`src/hw/microrocPkg.sv`:
```
package microrocPkg;

    ////////////////////////////////////////////////////////////
    // Chain and parameter image sizes
    ////////////////////////////////////////////////////////////

    localparam int ChainCountDefault = 4;
    localparam int ParamWidth = 48;

    // Reduced MICROROC slow-control image shifted out MSB first
    typedef struct packed {
        logic [9:0] dac2Vth;
        logic [9:0] dac1Vth;
        logic [9:0] dac0Vth;
        logic [7:0] chipId;
        logic [2:0] triggerToWriteSelect;
        logic [1:0] internalRazLength;
        logic       dacEnable;
        logic       bandGapEnable;
        logic       otaqEnable;
        logic       gainBoostEnable;
        logic       externalTriggerEnable;
    } microrocParamT;

    ////////////////////////////////////////////////////////////
    // AXI4-Lite
    ////////////////////////////////////////////////////////////

    localparam int AxiAddrWidth = 4;
    localparam int AxiDataWidth = 32;
    localparam logic [1:0] RespOkay = 2'b00;

    typedef struct packed {
        logic                        awvalid;
        logic [AxiAddrWidth-1:0]     awaddr;
        logic                        wvalid;
        logic [AxiDataWidth-1:0]     wdata;
        logic [AxiDataWidth/8-1:0]   wstrb;
        logic                        bready;
        logic                        arvalid;
        logic [AxiAddrWidth-1:0]     araddr;
        logic                        rready;
    } axiLiteReqT;

    typedef struct packed {
        logic                        awready;
        logic                        wready;
        logic                        bvalid;
        logic [1:0]                  bresp;
        logic                        arready;
        logic                        rvalid;
        logic [AxiDataWidth-1:0]     rdata;
        logic [1:0]                  rresp;
    } axiLiteRspT;

    // Register map in byte offsets
    localparam logic [AxiAddrWidth-1:0] RegControl = 4'h0;
    localparam logic [AxiAddrWidth-1:0] RegParamLo = 4'h4;
    localparam logic [AxiAddrWidth-1:0] RegParamHi = 4'h8;
    localparam logic [AxiAddrWidth-1:0] RegStatus  = 4'hC;

    // Load start bit in the control register
    localparam int StartBit = 8;

endpackage

```
`src/hw/configRegisterFile.sv`:
```
`timescale 1ns/1ps

module configRegisterFile (
    input  logic                       Clk,
    input  logic                       reset_n,
    input  microrocPkg::axiLiteReqT    axiReq,
    output microrocPkg::axiLiteRspT    axiRsp,
    input  logic [3:0]                 busy,
    input  logic                       selectedDone,
    output microrocPkg::microrocParamT stagedParam,
    output logic [1:0]                 chainSelect,
    output logic                       commitStart
);
    import microrocPkg::*;

    logic [31:0]             paramLo;
    logic [15:0]             paramHi;
    logic                    writeAccept;
    logic                    readAccept;
    logic                    bvalidReg;
    logic                    rvalidReg;
    logic [AxiDataWidth-1:0] rdataReg;
    logic [AxiDataWidth-1:0] readWord;
    logic                    startRequest;

    ////////////////////////////////////////////////////////////
    // Handshakes
    ////////////////////////////////////////////////////////////

    // Both address and data must be present, and no response pending
    assign writeAccept = axiReq.awvalid && axiReq.wvalid && !bvalidReg;
    assign readAccept  = axiReq.arvalid && !rvalidReg;

    always_comb begin
        axiRsp         = '0;
        axiRsp.awready = writeAccept;
        axiRsp.wready  = writeAccept;
        axiRsp.bvalid  = bvalidReg;
        axiRsp.bresp   = RespOkay;
        axiRsp.arready = readAccept;
        axiRsp.rvalid  = rvalidReg;
        axiRsp.rdata   = rdataReg;
        axiRsp.rresp   = RespOkay;
    end

    ////////////////////////////////////////////////////////////
    // Write channel and staging registers
    ////////////////////////////////////////////////////////////

    always_ff @(posedge Clk or negedge reset_n) begin
        if (!reset_n) begin
            bvalidReg    <= 1'b0;
            paramLo      <= '0;
            paramHi      <= '0;
            chainSelect  <= '0;
            startRequest <= 1'b0;
            commitStart  <= 1'b0;
        end else begin
            // Extra stage so chainSelect has settled before the commit
            startRequest <= 1'b0;
            commitStart  <= startRequest;

            if (writeAccept) begin
                bvalidReg <= 1'b1;
            end else if (axiReq.bready) begin
                bvalidReg <= 1'b0;
            end

            if (writeAccept) begin
                case (axiReq.awaddr)
                    RegControl: begin
                        if (axiReq.wstrb[0]) begin
                            chainSelect <= axiReq.wdata[1:0];
                        end
                        if (axiReq.wstrb[1]) begin
                            startRequest <= axiReq.wdata[StartBit];
                        end
                    end
                    RegParamLo: begin
                        for (int i = 0; i < 4; i++) begin
                            if (axiReq.wstrb[i]) begin
                                paramLo[8*i +: 8] <= axiReq.wdata[8*i +: 8];
                            end
                        end
                    end
                    RegParamHi: begin
                        for (int i = 0; i < 2; i++) begin
                            if (axiReq.wstrb[i]) begin
                                paramHi[8*i +: 8] <= axiReq.wdata[8*i +: 8];
                            end
                        end
                    end
                    default: ;
                endcase
            end
        end
    end

    assign stagedParam = microrocParamT'({paramHi, paramLo});

    ////////////////////////////////////////////////////////////
    // Read channel
    ////////////////////////////////////////////////////////////

    always_comb begin
        case (axiReq.araddr)
            RegControl: readWord = AxiDataWidth'(chainSelect);
            RegParamLo: readWord = paramLo;
            RegParamHi: readWord = AxiDataWidth'(paramHi);
            RegStatus:  readWord = {24'b0, busy, 3'b0, selectedDone};
            default:    readWord = '0;
        endcase
    end

    always_ff @(posedge Clk or negedge reset_n) begin
        if (!reset_n) begin
            rvalidReg <= 1'b0;
        end else if (readAccept) begin
            rvalidReg <= 1'b1;
        end else if (axiReq.rready) begin
            rvalidReg <= 1'b0;
        end
    end

    // Held until the master takes it
    always_ff @(posedge Clk) begin
        if (readAccept) begin
            rdataReg <= readWord;
        end
    end

endmodule

```
`src/hw/configParameterDistribution.sv`:
```
`timescale 1ns/1ps

module configParameterDistribution #(
    parameter int ChainCount = 4
) (
    input  logic                                        Clk,
    input  logic                                        reset_n,
    input  microrocPkg::microrocParamT                  stagedParam,
    input  logic [1:0]                                  chainSelect,
    input  logic                                        commitStart,
    input  logic [ChainCount-1:0]                       busy,
    input  logic [ChainCount-1:0]                       loadDone,
    output microrocPkg::microrocParamT [ChainCount-1:0] chainParam,
    output logic [ChainCount-1:0]                       loadStart,
    output logic                                        selectedDone
);

    logic chainValid;
    logic chainIdle;

    // Fewer than four chains leaves some select codes unused
    assign chainValid = int'(chainSelect) < ChainCount;

    // A start already issued counts as busy until the shifter reports it
    assign chainIdle = chainValid && !busy[chainSelect] && !loadStart[chainSelect];

    ////////////////////////////////////////////////////////////
    // Per-chain slots and start fan-out
    ////////////////////////////////////////////////////////////

    always_ff @(posedge Clk or negedge reset_n) begin
        if (!reset_n) begin
            chainParam   <= '0;
            loadStart    <= '0;
            selectedDone <= 1'b0;
        end else begin
            loadStart <= '0;

            // Only the selected chain is touched, and only when idle
            if (commitStart && chainIdle) begin
                chainParam[chainSelect] <= stagedParam;
                loadStart[chainSelect]  <= 1'b1;
            end

            if (chainValid) begin
                selectedDone <= loadDone[chainSelect];
            end else begin
                selectedDone <= 1'b0;
            end
        end
    end

endmodule

```
`src/hw/slowControlShifter.sv`:
```
`timescale 1ns/1ps

module slowControlShifter (
    input  logic                       Clk,
    input  logic                       reset_n,
    input  microrocPkg::microrocParamT param,
    input  logic                       loadStart,
    output logic                       serialClock,
    output logic                       serialData,
    output logic                       busy,
    output logic                       loadDone
);
    import microrocPkg::*;

    localparam int CountWidth = $clog2(ParamWidth);

    logic [ParamWidth-1:0] paramBits;
    logic [ParamWidth-1:0] shiftReg;
    logic [CountWidth-1:0] bitCount;
    logic                  startAccept;
    logic                  bitEnd;

    assign paramBits   = param;
    assign startAccept = loadStart && !busy;

    // High phase of the current bit is ending
    assign bitEnd = busy && serialClock;

    ////////////////////////////////////////////////////////////
    // Bit sequencing
    ////////////////////////////////////////////////////////////

    always_ff @(posedge Clk or negedge reset_n) begin
        if (!reset_n) begin
            serialClock <= 1'b0;
            serialData  <= 1'b0;
            busy        <= 1'b0;
            loadDone    <= 1'b0;
            bitCount    <= '0;
        end else if (startAccept) begin
            // First bit goes out with the clock low
            serialClock <= 1'b0;
            serialData  <= paramBits[ParamWidth-1];
            busy        <= 1'b1;
            loadDone    <= 1'b0;
            bitCount    <= CountWidth'(ParamWidth - 1);
        end else if (busy) begin
            if (!serialClock) begin
                serialClock <= 1'b1;
            end else if (bitCount == '0) begin
                // Last high phase over
                serialClock <= 1'b0;
                serialData  <= 1'b0;
                busy        <= 1'b0;
                loadDone    <= 1'b1;
            end else begin
                serialClock <= 1'b0;
                serialData  <= shiftReg[ParamWidth-1];
                bitCount    <= bitCount - CountWidth'(1);
            end
        end
    end

    // Holds the bits not yet presented
    always_ff @(posedge Clk) begin
        if (startAccept) begin
            shiftReg <= {paramBits[ParamWidth-2:0], 1'b0};
        end else if (bitEnd) begin
            shiftReg <= {shiftReg[ParamWidth-2:0], 1'b0};
        end
    end

endmodule

```
`src/hw/microrocConfigTop.sv`:
```
`timescale 1ns/1ps

module microrocConfigTop #(
    parameter int ChainCount = microrocPkg::ChainCountDefault
) (
    input  logic                    Clk,
    input  logic                    reset_n,
    input  microrocPkg::axiLiteReqT axiReq,
    output microrocPkg::axiLiteRspT axiRsp,
    output logic [ChainCount-1:0]   scClock,
    output logic [ChainCount-1:0]   scData,
    output logic [ChainCount-1:0]   scDone
);
    import microrocPkg::*;

    microrocParamT                  stagedParam;
    microrocParamT [ChainCount-1:0] chainParam;
    logic [1:0]                     chainSelect;
    logic                           commitStart;
    logic                           selectedDone;
    logic [ChainCount-1:0]          loadStart;
    logic [ChainCount-1:0]          busy;
    logic [3:0]                     busyStatus;

    // Status word always carries four busy bits
    assign busyStatus = 4'(busy);

    configRegisterFile i_configRegisterFile (
        .Clk          (Clk),
        .reset_n      (reset_n),
        .axiReq       (axiReq),
        .axiRsp       (axiRsp),
        .busy         (busyStatus),
        .selectedDone (selectedDone),
        .stagedParam  (stagedParam),
        .chainSelect  (chainSelect),
        .commitStart  (commitStart)
    );

    configParameterDistribution #(
        .ChainCount (ChainCount)
    ) i_configParameterDistribution (
        .Clk          (Clk),
        .reset_n      (reset_n),
        .stagedParam  (stagedParam),
        .chainSelect  (chainSelect),
        .commitStart  (commitStart),
        .busy         (busy),
        .loadDone     (scDone),
        .chainParam   (chainParam),
        .loadStart    (loadStart),
        .selectedDone (selectedDone)
    );

    ////////////////////////////////////////////////////////////
    // One serializer per chain
    ////////////////////////////////////////////////////////////

    for (genvar c = 0; c < ChainCount; c++) begin : g_chain
        slowControlShifter i_slowControlShifter (
            .Clk         (Clk),
            .reset_n     (reset_n),
            .param       (chainParam[c]),
            .loadStart   (loadStart[c]),
            .serialClock (scClock[c]),
            .serialData  (scData[c]),
            .busy        (busy[c]),
            .loadDone    (scDone[c])
        );
    end

endmodule

```
`config.mk`:
```
export PLATFORM = sky130hd
export DESIGN_NAME = microrocConfigTop
export DESIGN_NICKNAME = d
export VERILOG_FILES = /design/src/hw/microrocPkg.sv /design/src/hw/configRegisterFile.sv /design/src/hw/configParameterDistribution.sv /design/src/hw/slowControlShifter.sv /design/src/hw/microrocConfigTop.sv
export SDC_FILE = /design/constraint.sdc
export NUM_CORES = 1
export LEC_CHECK = 0
export BUFFER_PORTS_ARGS = -buffer_cell sky130_fd_sc_hd__buf_2
export CORE_ASPECT_RATIO = 0.7
export CORE_UTILIZATION = 50
export DETAILED_ROUTE_END_ITERATION = 16
export GPL_TIMING_DRIVEN = 0
export HOLD_SLACK_MARGIN = 0.06
export PLACE_DENSITY = 0.67
export SYNTH_ARGS = -nofsm -noshare
export SYNTH_HDL_FRONTEND = slang
export SYNTH_HIERARCHICAL = 1
export SYNTH_SLANG_ARGS = --single-unit
```
`constraint.sdc`:
```
create_clock -name Clk -period 3.9 [get_ports Clk]
set_clock_uncertainty 0.2 [all_clocks]
set_input_delay 0.39 -clock Clk [delete_from_list [all_inputs] [get_ports Clk]]
set_output_delay 0.39 -clock Clk [all_outputs]
set_load 0.005 [all_outputs]
```
# [Yosys cells after proc, flatten, opt, wreduce, memory -nomap -nowiden]
# Cells that the tools add are included.
[word_totals] reg_bits=511 out_inout_bits=53 elab_cells=266 input_bits=51
[classes] muxes=104 reduce_logical=65 magnitude_cmp=2 eq_ne=9 add_sub_neg=4
[op_table] cell="48-bit 2-to-1 mux" n=9
[op_table] cell="192-bit bitwise mux" n=1
[op_table] cell="32-bit case mux with 4 select lines" n=1
[op_table] cell="48-bit demux with 2-bit select" n=1
[op_table] cell="6-bit 2-to-1 mux" n=16
[op_table] cell="1-bit 2-to-1 mux" n=71
[op_table] cell="3-bit AND reduction" n=15
[op_table] cell="2-bit nonzero test" n=18
[op_table] cell="6-bit zero test" n=4
[op_table] cell="6-bit by 1-bit subtractor with 6-bit output, second input constant" n=4
[op_table] cell="1-bit logical AND" n=14
[op_table] cell="4-bit == test, second input constant" n=3
[op_table] cell="4-bit by 3-bit == test with 1-bit output, second input constant" n=2
[op_table] cell="1-bit zero test" n=8
[op_table] cell="4-bit zero test" n=2
[op_table] cell="2-bit by 1-bit != test with 1-bit output, second input constant" n=4
[op_table] cell="2-bit AND reduction" n=4
[op_table] cell="1-bit binary-select mux with 2-bit select" n=3
[op_table] cell="4-bit 2-to-1 mux" n=1
[op_table] cell="2-bit by 3-bit less-than comparator with 1-bit output, second input constant" n=1
[op_table] cell="1-bit demux with 2-bit select" n=1
[op_table] cell="2-bit by 1-bit greater-or-equal comparator with 1-bit output, second input constant" n=1

# [Longest topological paths before layout]
# Gate-level depths: netlist of the first run.
[depth] ltp_word=6 depth_mapped=6 mapped_depth_nobuf=5

# [Cells and area by module]
# Netlist of the first run, hierarchy kept.
[by_module_without_submodules] module="slowControlShifter (g_chain[1].i_slowControlShifter ...)" n_inst=3 area_per_inst_um2=2516.2 seq_area_each_um2=1661.6 cells_each=251
[by_module_without_submodules] module="configParameterDistribution" n_inst=1 area_per_inst_um2=7325.8 seq_area_each_um2=4929.7 cells_each=423
[by_module_without_submodules] module="configRegisterFile" n_inst=1 area_per_inst_um2=3543.4 seq_area_each_um2=2312.2 cells_each=220
[by_module_without_submodules] module="slowControlShifter (g_chain[0].i_slowControlShifter)" n_inst=1 area_per_inst_um2=2512.4 seq_area_each_um2=1661.6 cells_each=251

# [Least setup slack after synthesis of the first run]
# No wires, ideal clock.
[synth_timing] path_kind="register to register" from="reg g_chain[3].i_slowControlShifter.busy" to="reg g_chain[3].i_slowControlShifter.shiftReg[10], enable pin" n_path_buf=3 period_less_slack_ns=2.771 required_ns=3.123 arrival_time_ns=1.994 setup_time_ns=0.577 stages_incl_launch_ff=6 slack_ns=1.129 path_cell_list="dfrtp_1 > buf_2 > nand2b_1 > clkbuf_1 > clkbuf_1 > nand2_1"
[synth_via] elab_chain_len=3 word_cells_on_any_way=4 classes_between="reduce/logical (4)"
[synth_lines] element="from (decl)" line="slowControlShifter.sv:10" text="output logic busy,"
[synth_lines] element="from (signal assigned)" line="slowControlShifter.sv:37" text="busy <= 1'b0;"
[synth_lines] element="from (signal assigned)" line="slowControlShifter.sv:44" text="busy <= 1'b1;"
[synth_lines] element="from (signal assigned)" line="slowControlShifter.sv:54" text="busy <= 1'b0;"
[synth_lines] element="1-bit zero test" line="slowControlShifter.sv:24" text="assign startAccept = loadStart && !busy;"
[synth_lines] element="1-bit logical AND" line="slowControlShifter.sv:24"
[synth_lines] element="2-bit nonzero test (no source line) (*)"
[synth_lines] element="to (signal assigned)" line="slowControlShifter.sv:67" text="shiftReg <= {paramBits[ParamWidth-2:0], 1'b0};"
[synth_lines] element="to (signal assigned)" line="slowControlShifter.sv:69" text="shiftReg <= {shiftReg[ParamWidth-2:0], 1'b0};"
[synth_lines] element="to (decl)" line="slowControlShifter.sv:18" text="logic [ParamWidth-1:0] shiftReg;"
# Every way passes the cells marked *; elsewhere a longest branch is shown, timed or not.
# A chain may end at the register's enable or synchronous reset.

# [Worst setup path in the final report of the first run]
[layout_timing] from="reg g_chain[3].i_slowControlShifter.busy" to="reg g_chain[3].i_slowControlShifter.shiftReg[28], enable pin"
# Same word-level chain as after synthesis.

==> results.toml, run 1 <==
[floorplanning]
die_area_sq_mm = 0.0427
core_area_sq_mm = 0.0411
io_pins = 104
initial_core_util_pct = 50.9
num_rows = 62
die_h_um = 173
dieWidth_um = 247

[timing]
relSlewSlack_pct = 31.6
tightest_slew_ns = 1.02
hold_viol = 0
slew_viol_final = 0
tns_ns = 0
post-route-period-util_pct = 84.1
rsz0062_at_grt = "no"
fin_crit_ns = 3.28
holdWs_ns = 0.0978
setup_viol = 0
finalWorstSetupSlack_ns = 0.619
fmax_mhz = 305

[detailed_routing]
avgRoutedWirePerCell_um = 19.7
drtAntennaViolNets = 0
wl_um = 47800
detail_route.iter0.violations = 985
vias_per_cell = 5.34
dr.pass1.iters = 4
drc = 0
vias = 12940

[cells_and_area]
post-route-util_pct = 59.1
final_cell_area_sq_mm = 0.0243
layout.nets = 1901
final_cells = 2425
area_growth_pct = 16.1
drive_above_1_share_pct = 25.9

[clock_tree]
cts.sinks = 511
numCtsBuffers = 47
insertion_delay_ns = 0.56
ctsResizeCount = 0
clkSlewWorstSetupHoldPaths_ns = 0.07
post_cts_buffers = 0
root_buffer = "clkbuf_16"
htree_num_levels = 2
cts.path.max_buffers = 3
cts_tree = "yes"
cts_hold_buffers = 40

[setup_path]
arrival_ns = 3.39
start_kind = "flip-flop"
criticalPathCategory = "flip-flop to flip-flop"
worstPathRequired_ns = 4.01
critPathCaptureType = "flip-flop"
worst-path-max-fanout = 26

[synth]
synthCells = 1647
syn_avg_cell_area_sq_um = 12.7
synth_edf_count = 220
synth_flop_cell = "dfrtp_1"
synth_seq_cells = 511
yosys_warnings = 6
async_reset_ff_share_pct = 56.9
synth_area_sq_mm = 0.0209
synth.distinct_cells = 55
ys_seq_area_share_pct = 66.4

[global_routing]
grt_first_pass_wirelength_um = 75700
grtUsageTotal_pct = 23.3
grt_pass1_vias = 12784
grt_antenna_before_repair = 3
grt-ovfl-total = 0
grt_max_degree = 115

[run]
max_cap_violations = 0

[place]
placed_cells = 2297
gp_congestion = 0.845
io_buffers = 97
dp_hpwl_um = 33400
place_area_sq_mm = 0.0223
preCtsSetupSlack_ns = 0.570

[power]
seqPwrFrac_pct = 53.2
powerDensity_mw_per_mm2 = 471
leakage_nw = 11.5
p_int_mw = 8.85
clock_power_share_pct = 41.4
power.switching_mw = 2.60
switching_share_pct = 22.7
power_mw = 11.4
combPwrFrac_pct = 5.5
vdd_drop_max_v = 0.000345

[hold_path]
hp-class = "primary input to flip-flop"

[run_status]
outcome = "finished, final reports clean"
## cell usage after synthesis, types with 3 or more instances
master	instances	area share, %
nor3_1	9	0.22
ha_1	8	0.48
and3_1	3	0.090
nor4b_1	4	0.17
buf_4	12	0.43
a211o_1	4	0.17
dfrtp_1	291	35
edfxtp_1	220	32
buf_2	25	0.60
mux2_4	9	0.65
nand4bb_1	4	0.22
or4_1	9	0.32
mux2_2	239	13
a22oi_1	4	0.14
nand2b_1	9	0.27
buf_1	11	0.20
nor2_1	23	0.41
o31ai_1	4	0.14
buf_6	5	0.27
o2111ai_1	4	0.17
a32o_1	4	0.19
a22o_1	10	0.42
nor2b_1	7	0.21
o21bai_1	4	0.14
nor4_1	5	0.15
clkbuf_2	5	0.12
clkbuf_1	41	0.74
a31oi_1	4	0.12
or3_1	4	0.12
inv_1	13	0.23
o21ai_0	8	0.19
o2111a_1	4	0.22
mux2i_1	9	0.43
and2_1	20	0.60
nand2_1	564	10
nand3_1	13	0.31
a21oi_1	13	0.31
## logic make-up after synthesis
| family | after synthesis | synth area share (%) |
|---|---|---|
| other | 1 | 0.0179 |
| buffers and inverters | 113 | 2.65 |
| and+or+nand+nor | 688 | 14.0 |
| adders and majority gates | 8 | 0.478 |
| AOI/OAI and AO/OA | 65 | 2.28 |
| muxes | 261 | 14.3 |
| DFF | 511 | 66.4 |
## registers in the layout, summed over array words and instances (netlist names)
| register | count |
|---|---|
| g_chain.i_slowControlShifter/loadDone | 4 |
| i_configRegisterFile/commitStart | 1 |
| i_configRegisterFile/startRequest | 1 |
| g_chain.i_slowControlShifter/serialData | 4 |
| g_chain.i_slowControlShifter/shiftReg | 188 |
| i_configRegisterFile/paramLo | 32 |
| i_configParameterDistribution/selectedDone | 1 |
| i_configParameterDistribution/loadStart | 4 |
| i_configRegisterFile/paramHi | 16 |
| g_chain.i_slowControlShifter/busy | 4 |
| g_chain.i_slowControlShifter/bitCount | 24 |
| g_chain.i_slowControlShifter/serialClock | 4 |
| i_configParameterDistribution/chainParam | 192 |
| i_configRegisterFile/rdataReg | 32 |
| i_configRegisterFile/rvalidReg | 1 |
| i_configRegisterFile/bvalidReg | 1 |
| i_configRegisterFile/chainSelect | 2 |
## worst max-delay path, cell delays in order (launching register included)
cell	delay (ns)
dfrtp_1	0.51
buf_2	0.27
nand2b_1	0.12
clkbuf_1	0.41
clkbuf_1	0.55
nand2_2	0.59
buf_16	0.36
## worst paths after layout
check	to	start	cells after the start	slack, ns
max	g_chain[3].i_slowControlShifter/shiftReg[28]$_DFFE_PP_	g_chain[3].i_slowControlShifter/busy$_DFF_PN0_	6	0.62
min	i_configRegisterFile/paramLo[23]$_DFFE_PN0P_	axiReq[9]	3	0.1
max reg2reg	g_chain[3].i_slowControlShifter/shiftReg[28]$_DFFE_PP_	g_chain[3].i_slowControlShifter/busy$_DFF_PN0_	6	0.62
min reg2reg	i_configRegisterFile/commitStart$_DFF_PN0_	i_configRegisterFile/startRequest$_DFF_PN0_	0	0.15
max in group asynchronous	i_configParameterDistribution/chainParam[165]$_DFFE_PN0P_	reset_n	3	2.33
min in group asynchronous	g_chain[2].i_slowControlShifter/bitCount[3]$_DFFE_PN0P_	reset_n	2	0.18
## cells in the final DEF (no fill, tap or decap), types with 5 or more instances in the layout
| cell type | n |
|---|---|
| a21oi_1 | 13 |
| a22o_1 | 10 |
| and2_1 | 20 |
| buf_1 | 11 |
| buf_2 | 121 |
| buf_4 | 12 |
| buf_6 | 5 |
| clkbuf_1 | 51 |
| clkbuf_16 | 52 |
| clkbuf_2 | 5 |
| clkbuf_8 | 11 |
| clkinv_2 | 5 |
| dfrtp_1 | 291 |
| dlygate4sd3_1 | 40 |
| edfxtp_1 | 220 |
| ha_1 | 8 |
| inv_1 | 13 |
| mux2_2 | 239 |
| mux2_4 | 9 |
| mux2i_1 | 9 |
| nand2_1 | 560 |
| nand2b_1 | 9 |
| nand3_1 | 13 |
| nor2_1 | 23 |
| nor2b_1 | 6 |
| nor3_1 | 9 |
| nor4_1 | 5 |
| o21ai_0 | 8 |
| or4_1 | 9 |
## metal layers
layer  track usage [%]  vias to the layer above  wire (um)  part of all wire, %
met5                 0                        -          0                    0
met4              5.17                        0        868                  1.8
met3              4.18                       56       3100                  6.5
met2              34.9                      319      21500                   45
met1              35.5                     6536      22300                   47
li1                  -                     6029          -                    -
## power groups by stage
| stage | clock, mW | sequential, mW | combinational, mW |
|---|---|---|---|
| floorplan | 0 | 6.03 | 0.350 |
| global placement | 0 | 6.19 | 0.557 |
| detailed placement | 0 | 6.19 | 0.600 |
| CTS | 4.84 | 6.08 | 0.635 |
| global route | 5.06 | 6.11 | 0.698 |
| finish | 4.74 | 6.09 | 0.628 |
## area by class of cell
class                   count  area (sq um)
multi-input cells        1026          6520
inverters                  13          48.8
plain buffers             100           507
well taps                 544           681
fillers                  3330         16800
clock inverters            14           124
clock buffers              73          1490
repair buffers            143          1050
flip-flops and latches    511         13900
diodes                      1          2.50
Note: power is estimated with default switching activity, not from simulation.
==> run 2: changes to the inputs <==
==> constraint.sdc (replaced) <==
create_clock -name Clk -period 3.2 [get_ports Clk]
set_clock_uncertainty 0.2 [all_clocks]
set_input_delay 0.32 -clock Clk [delete_from_list [all_inputs] [get_ports Clk]]
set_output_delay 0.32 -clock Clk [all_outputs]
set_load 0.005 [all_outputs]
==> run 2 against run 1 <==
Register-to-register slack got worse by 0.43 ns; combinational power is 28% higher; power increased by 22%; sequential share of layout area decreased by 0.45 points; largest power group unchanged; non-clock buffer count rose by 18.
==> results.toml, run 2 (same netlist as run 1, synthesis figures left out) <==
[global_routing]
grt_pass1_vias = 12828
grt_antenna_before_repair = 3
grt-ovfl-total = 0
grt_first_pass_wirelength_um = 76000
grtUsageTotal_pct = 23.4
grt_max_degree = 115

[detailed_routing]
vias_per_cell = 5.35
wl_um = 48100
dr.pass1.iters = 5
detail_route.iter0.violations = 1052
drtAntennaViolNets = 0
avgRoutedWirePerCell_um = 19.7
drc = 0
vias = 13081

[power]
power.switching_mw = 3.17
vdd_drop_max_v = 0.000420
clock_power_share_pct = 41.2
power_mw = 14.0
leakage_nw = 11.6
switching_share_pct = 22.7
powerDensity_mw_per_mm2 = 571
combPwrFrac_pct = 5.7
seqPwrFrac_pct = 53.0
p_int_mw = 10.8

[clock_tree]
clkSlewWorstSetupHoldPaths_ns = 0.07
htree_num_levels = 2
cts.path.max_buffers = 3
post_cts_buffers = 0
numCtsBuffers = 47
cts.sinks = 511
cts_tree = "yes"
insertion_delay_ns = 0.57
root_buffer = "clkbuf_16"

[setup_path]
criticalPathCategory = "flip-flop to flip-flop"
worst-path-max-fanout = 24
worstPathRequired_ns = 3.30
start_kind = "flip-flop"
critPathLaunch = "g_chain[2].i_slowControlShifter/busy$_DFF_PN0_"
critPathCaptureType = "flip-flop"
arrival_ns = 3.11
r2r-start = "g_chain[2].i_slowControlShifter/busy$_DFF_PN0_"

[floorplanning]
initial_core_util_pct = 50.9
core_area_sq_mm = 0.0411
io_pins = 104
num_rows = 62
die_h_um = 173
dieWidth_um = 247
die_area_sq_mm = 0.0427

[place]
preCtsSetupSlack_ns = -0.130
io_buffers = 97
dp_hpwl_um = 33400
gp_congestion = 0.845

[timing]
tns_ns = 0
finalWorstSetupSlack_ns = 0.186
relSlewSlack_pct = 33.5
slew_viol_final = 0
hold_viol = 0
setup_viol = 0
fmax_mhz = 332
rsz0062_at_grt = "no"
fin_crit_ns = 3.01
post-route-period-util_pct = 94.2
tightest_slew_ns = 0.996

[cells_and_area]
seq_area_sq_mm = 0.0139
top_register = "i_configParameterDistribution/chainParam"
fill_cells = 3316
area_growth_pct = 17.0
largest_reg_flops = 192
post-route-util_pct = 59.6
final_common_cell = "nand2_1"
drive_above_1_share_pct = 25.7
layout.nets = 1919
multi_input_area_sq_mm = 0.00653
top_regs = "i_configParameterDistribution/chainParam: 192 flops, g_chain.i_slowControlShifter/shiftReg: 188 flops"
mostFrequentLayoutCells = "nand2_1 (560), dfrtp_1 (291), mux2_2 (239)"

[run_status]
outcome = "finished, final reports clean"

[run]
max_cap_violations = 0

[hold_path]
hp-class = "primary input to asynchronous set/reset pin"
==> run 2: cell types whose count changed in the layout (fill, tap and decap cells not counted) <==
cell           before  now
nand2_2             4    2
clkbuf_1           51   50
nand2_4             0    2
diode_2             1    2
dlygate4sd3_1      40   58
clkbuf_2            5    6
==> run 2: metrics by stage <==
| stage | cells | hold WS (ns) | area (sq um) |
|---|---|---|---|
| CTS | 2442 | 0.0752 | 24500 |
| floorplan | 1650 | -0.176 | 20900 |
| global placement | 2291 | 0.136 | 22100 |
| finish | 2444 | 0.105 | 24500 |
| detailed placement | 2297 | 0.122 | 22300 |
| global route | 2442 | 0.0964 | 24500 |
==> run 2: cell type report <==
cell class / count / area share [%]
plain buffers: 100 / 2.07
flip-flops and latches: 511 / 56.7
diodes: 2 / 0.0204
multi-input cells: 1026 / 26.6
well taps: 544 / 2.78
clock buffers: 73 / 6.08
repair buffers: 161 / 5.01
inverters: 13 / 0.199
clock inverters: 14 / 0.506
==> run 2: path summary, 6_finish.rpt <==
path,cells past startpoint,slack [ns],endpoint
max,6,0.19,g_chain[2].i_slowControlShifter/shiftReg[22]$_DFFE_PP_
min,2,0.11,g_chain[2].i_slowControlShifter/bitCount[3]$_DFFE_PN0P_
max reg2reg,6,0.19,g_chain[2].i_slowControlShifter/shiftReg[22]$_DFFE_PP_
min reg2reg,0,0.16,i_configRegisterFile/commitStart$_DFF_PN0_
max in group asynchronous,3,1.71,i_configParameterDistribution/chainParam[165]$_DFFE_PN0P_
min in group Clk,4,0.11,i_configRegisterFile/bvalidReg$_DFFE_PN0P_
==> run 2: repair_timing <==
| item | CTS | global route |
|---|---|---|
| resized for setup | 1 | 3 |
| hold endpoints to repair | 123 | 0 |
| hold buffers | 58 | 0 |
| setup endpoints to repair | 22 | 48 |
==> run 2: routing by layer <==
layer / up-vias / routed length, um / global-route usage [%]
li1: 6085 / - / -
met3: 55 / 3470 / 4.10
met4: 0 / 915 / 5.14
met2: 345 / 21600 / 35.0
met5: - / 0 / 0
met1: 6596 / 22100 / 35.9
==> run 2: power groups by stage <==
stage | logic (mW) | registers (mW) | clock network [mW]
3_5_place_dp | 0.731 | 7.54 | 0
2_1_floorplan | 0.426 | 7.35 | 0
4_1_cts | 0.810 | 7.41 | 5.90
6_report | 0.804 | 7.42 | 5.77
5_1_grt | 0.892 | 7.44 | 6.17
3_3_place_gp | 0.679 | 7.54 | 0
==> run 2: worst max-delay path, cell delays in order (launching register included) <==
cell      delay, ns
dfrtp_1        0.47
buf_2          0.25
nand2b_1       0.13
clkbuf_1       0.38
clkbuf_1       0.43
nand2_2        0.52
buf_16         0.35
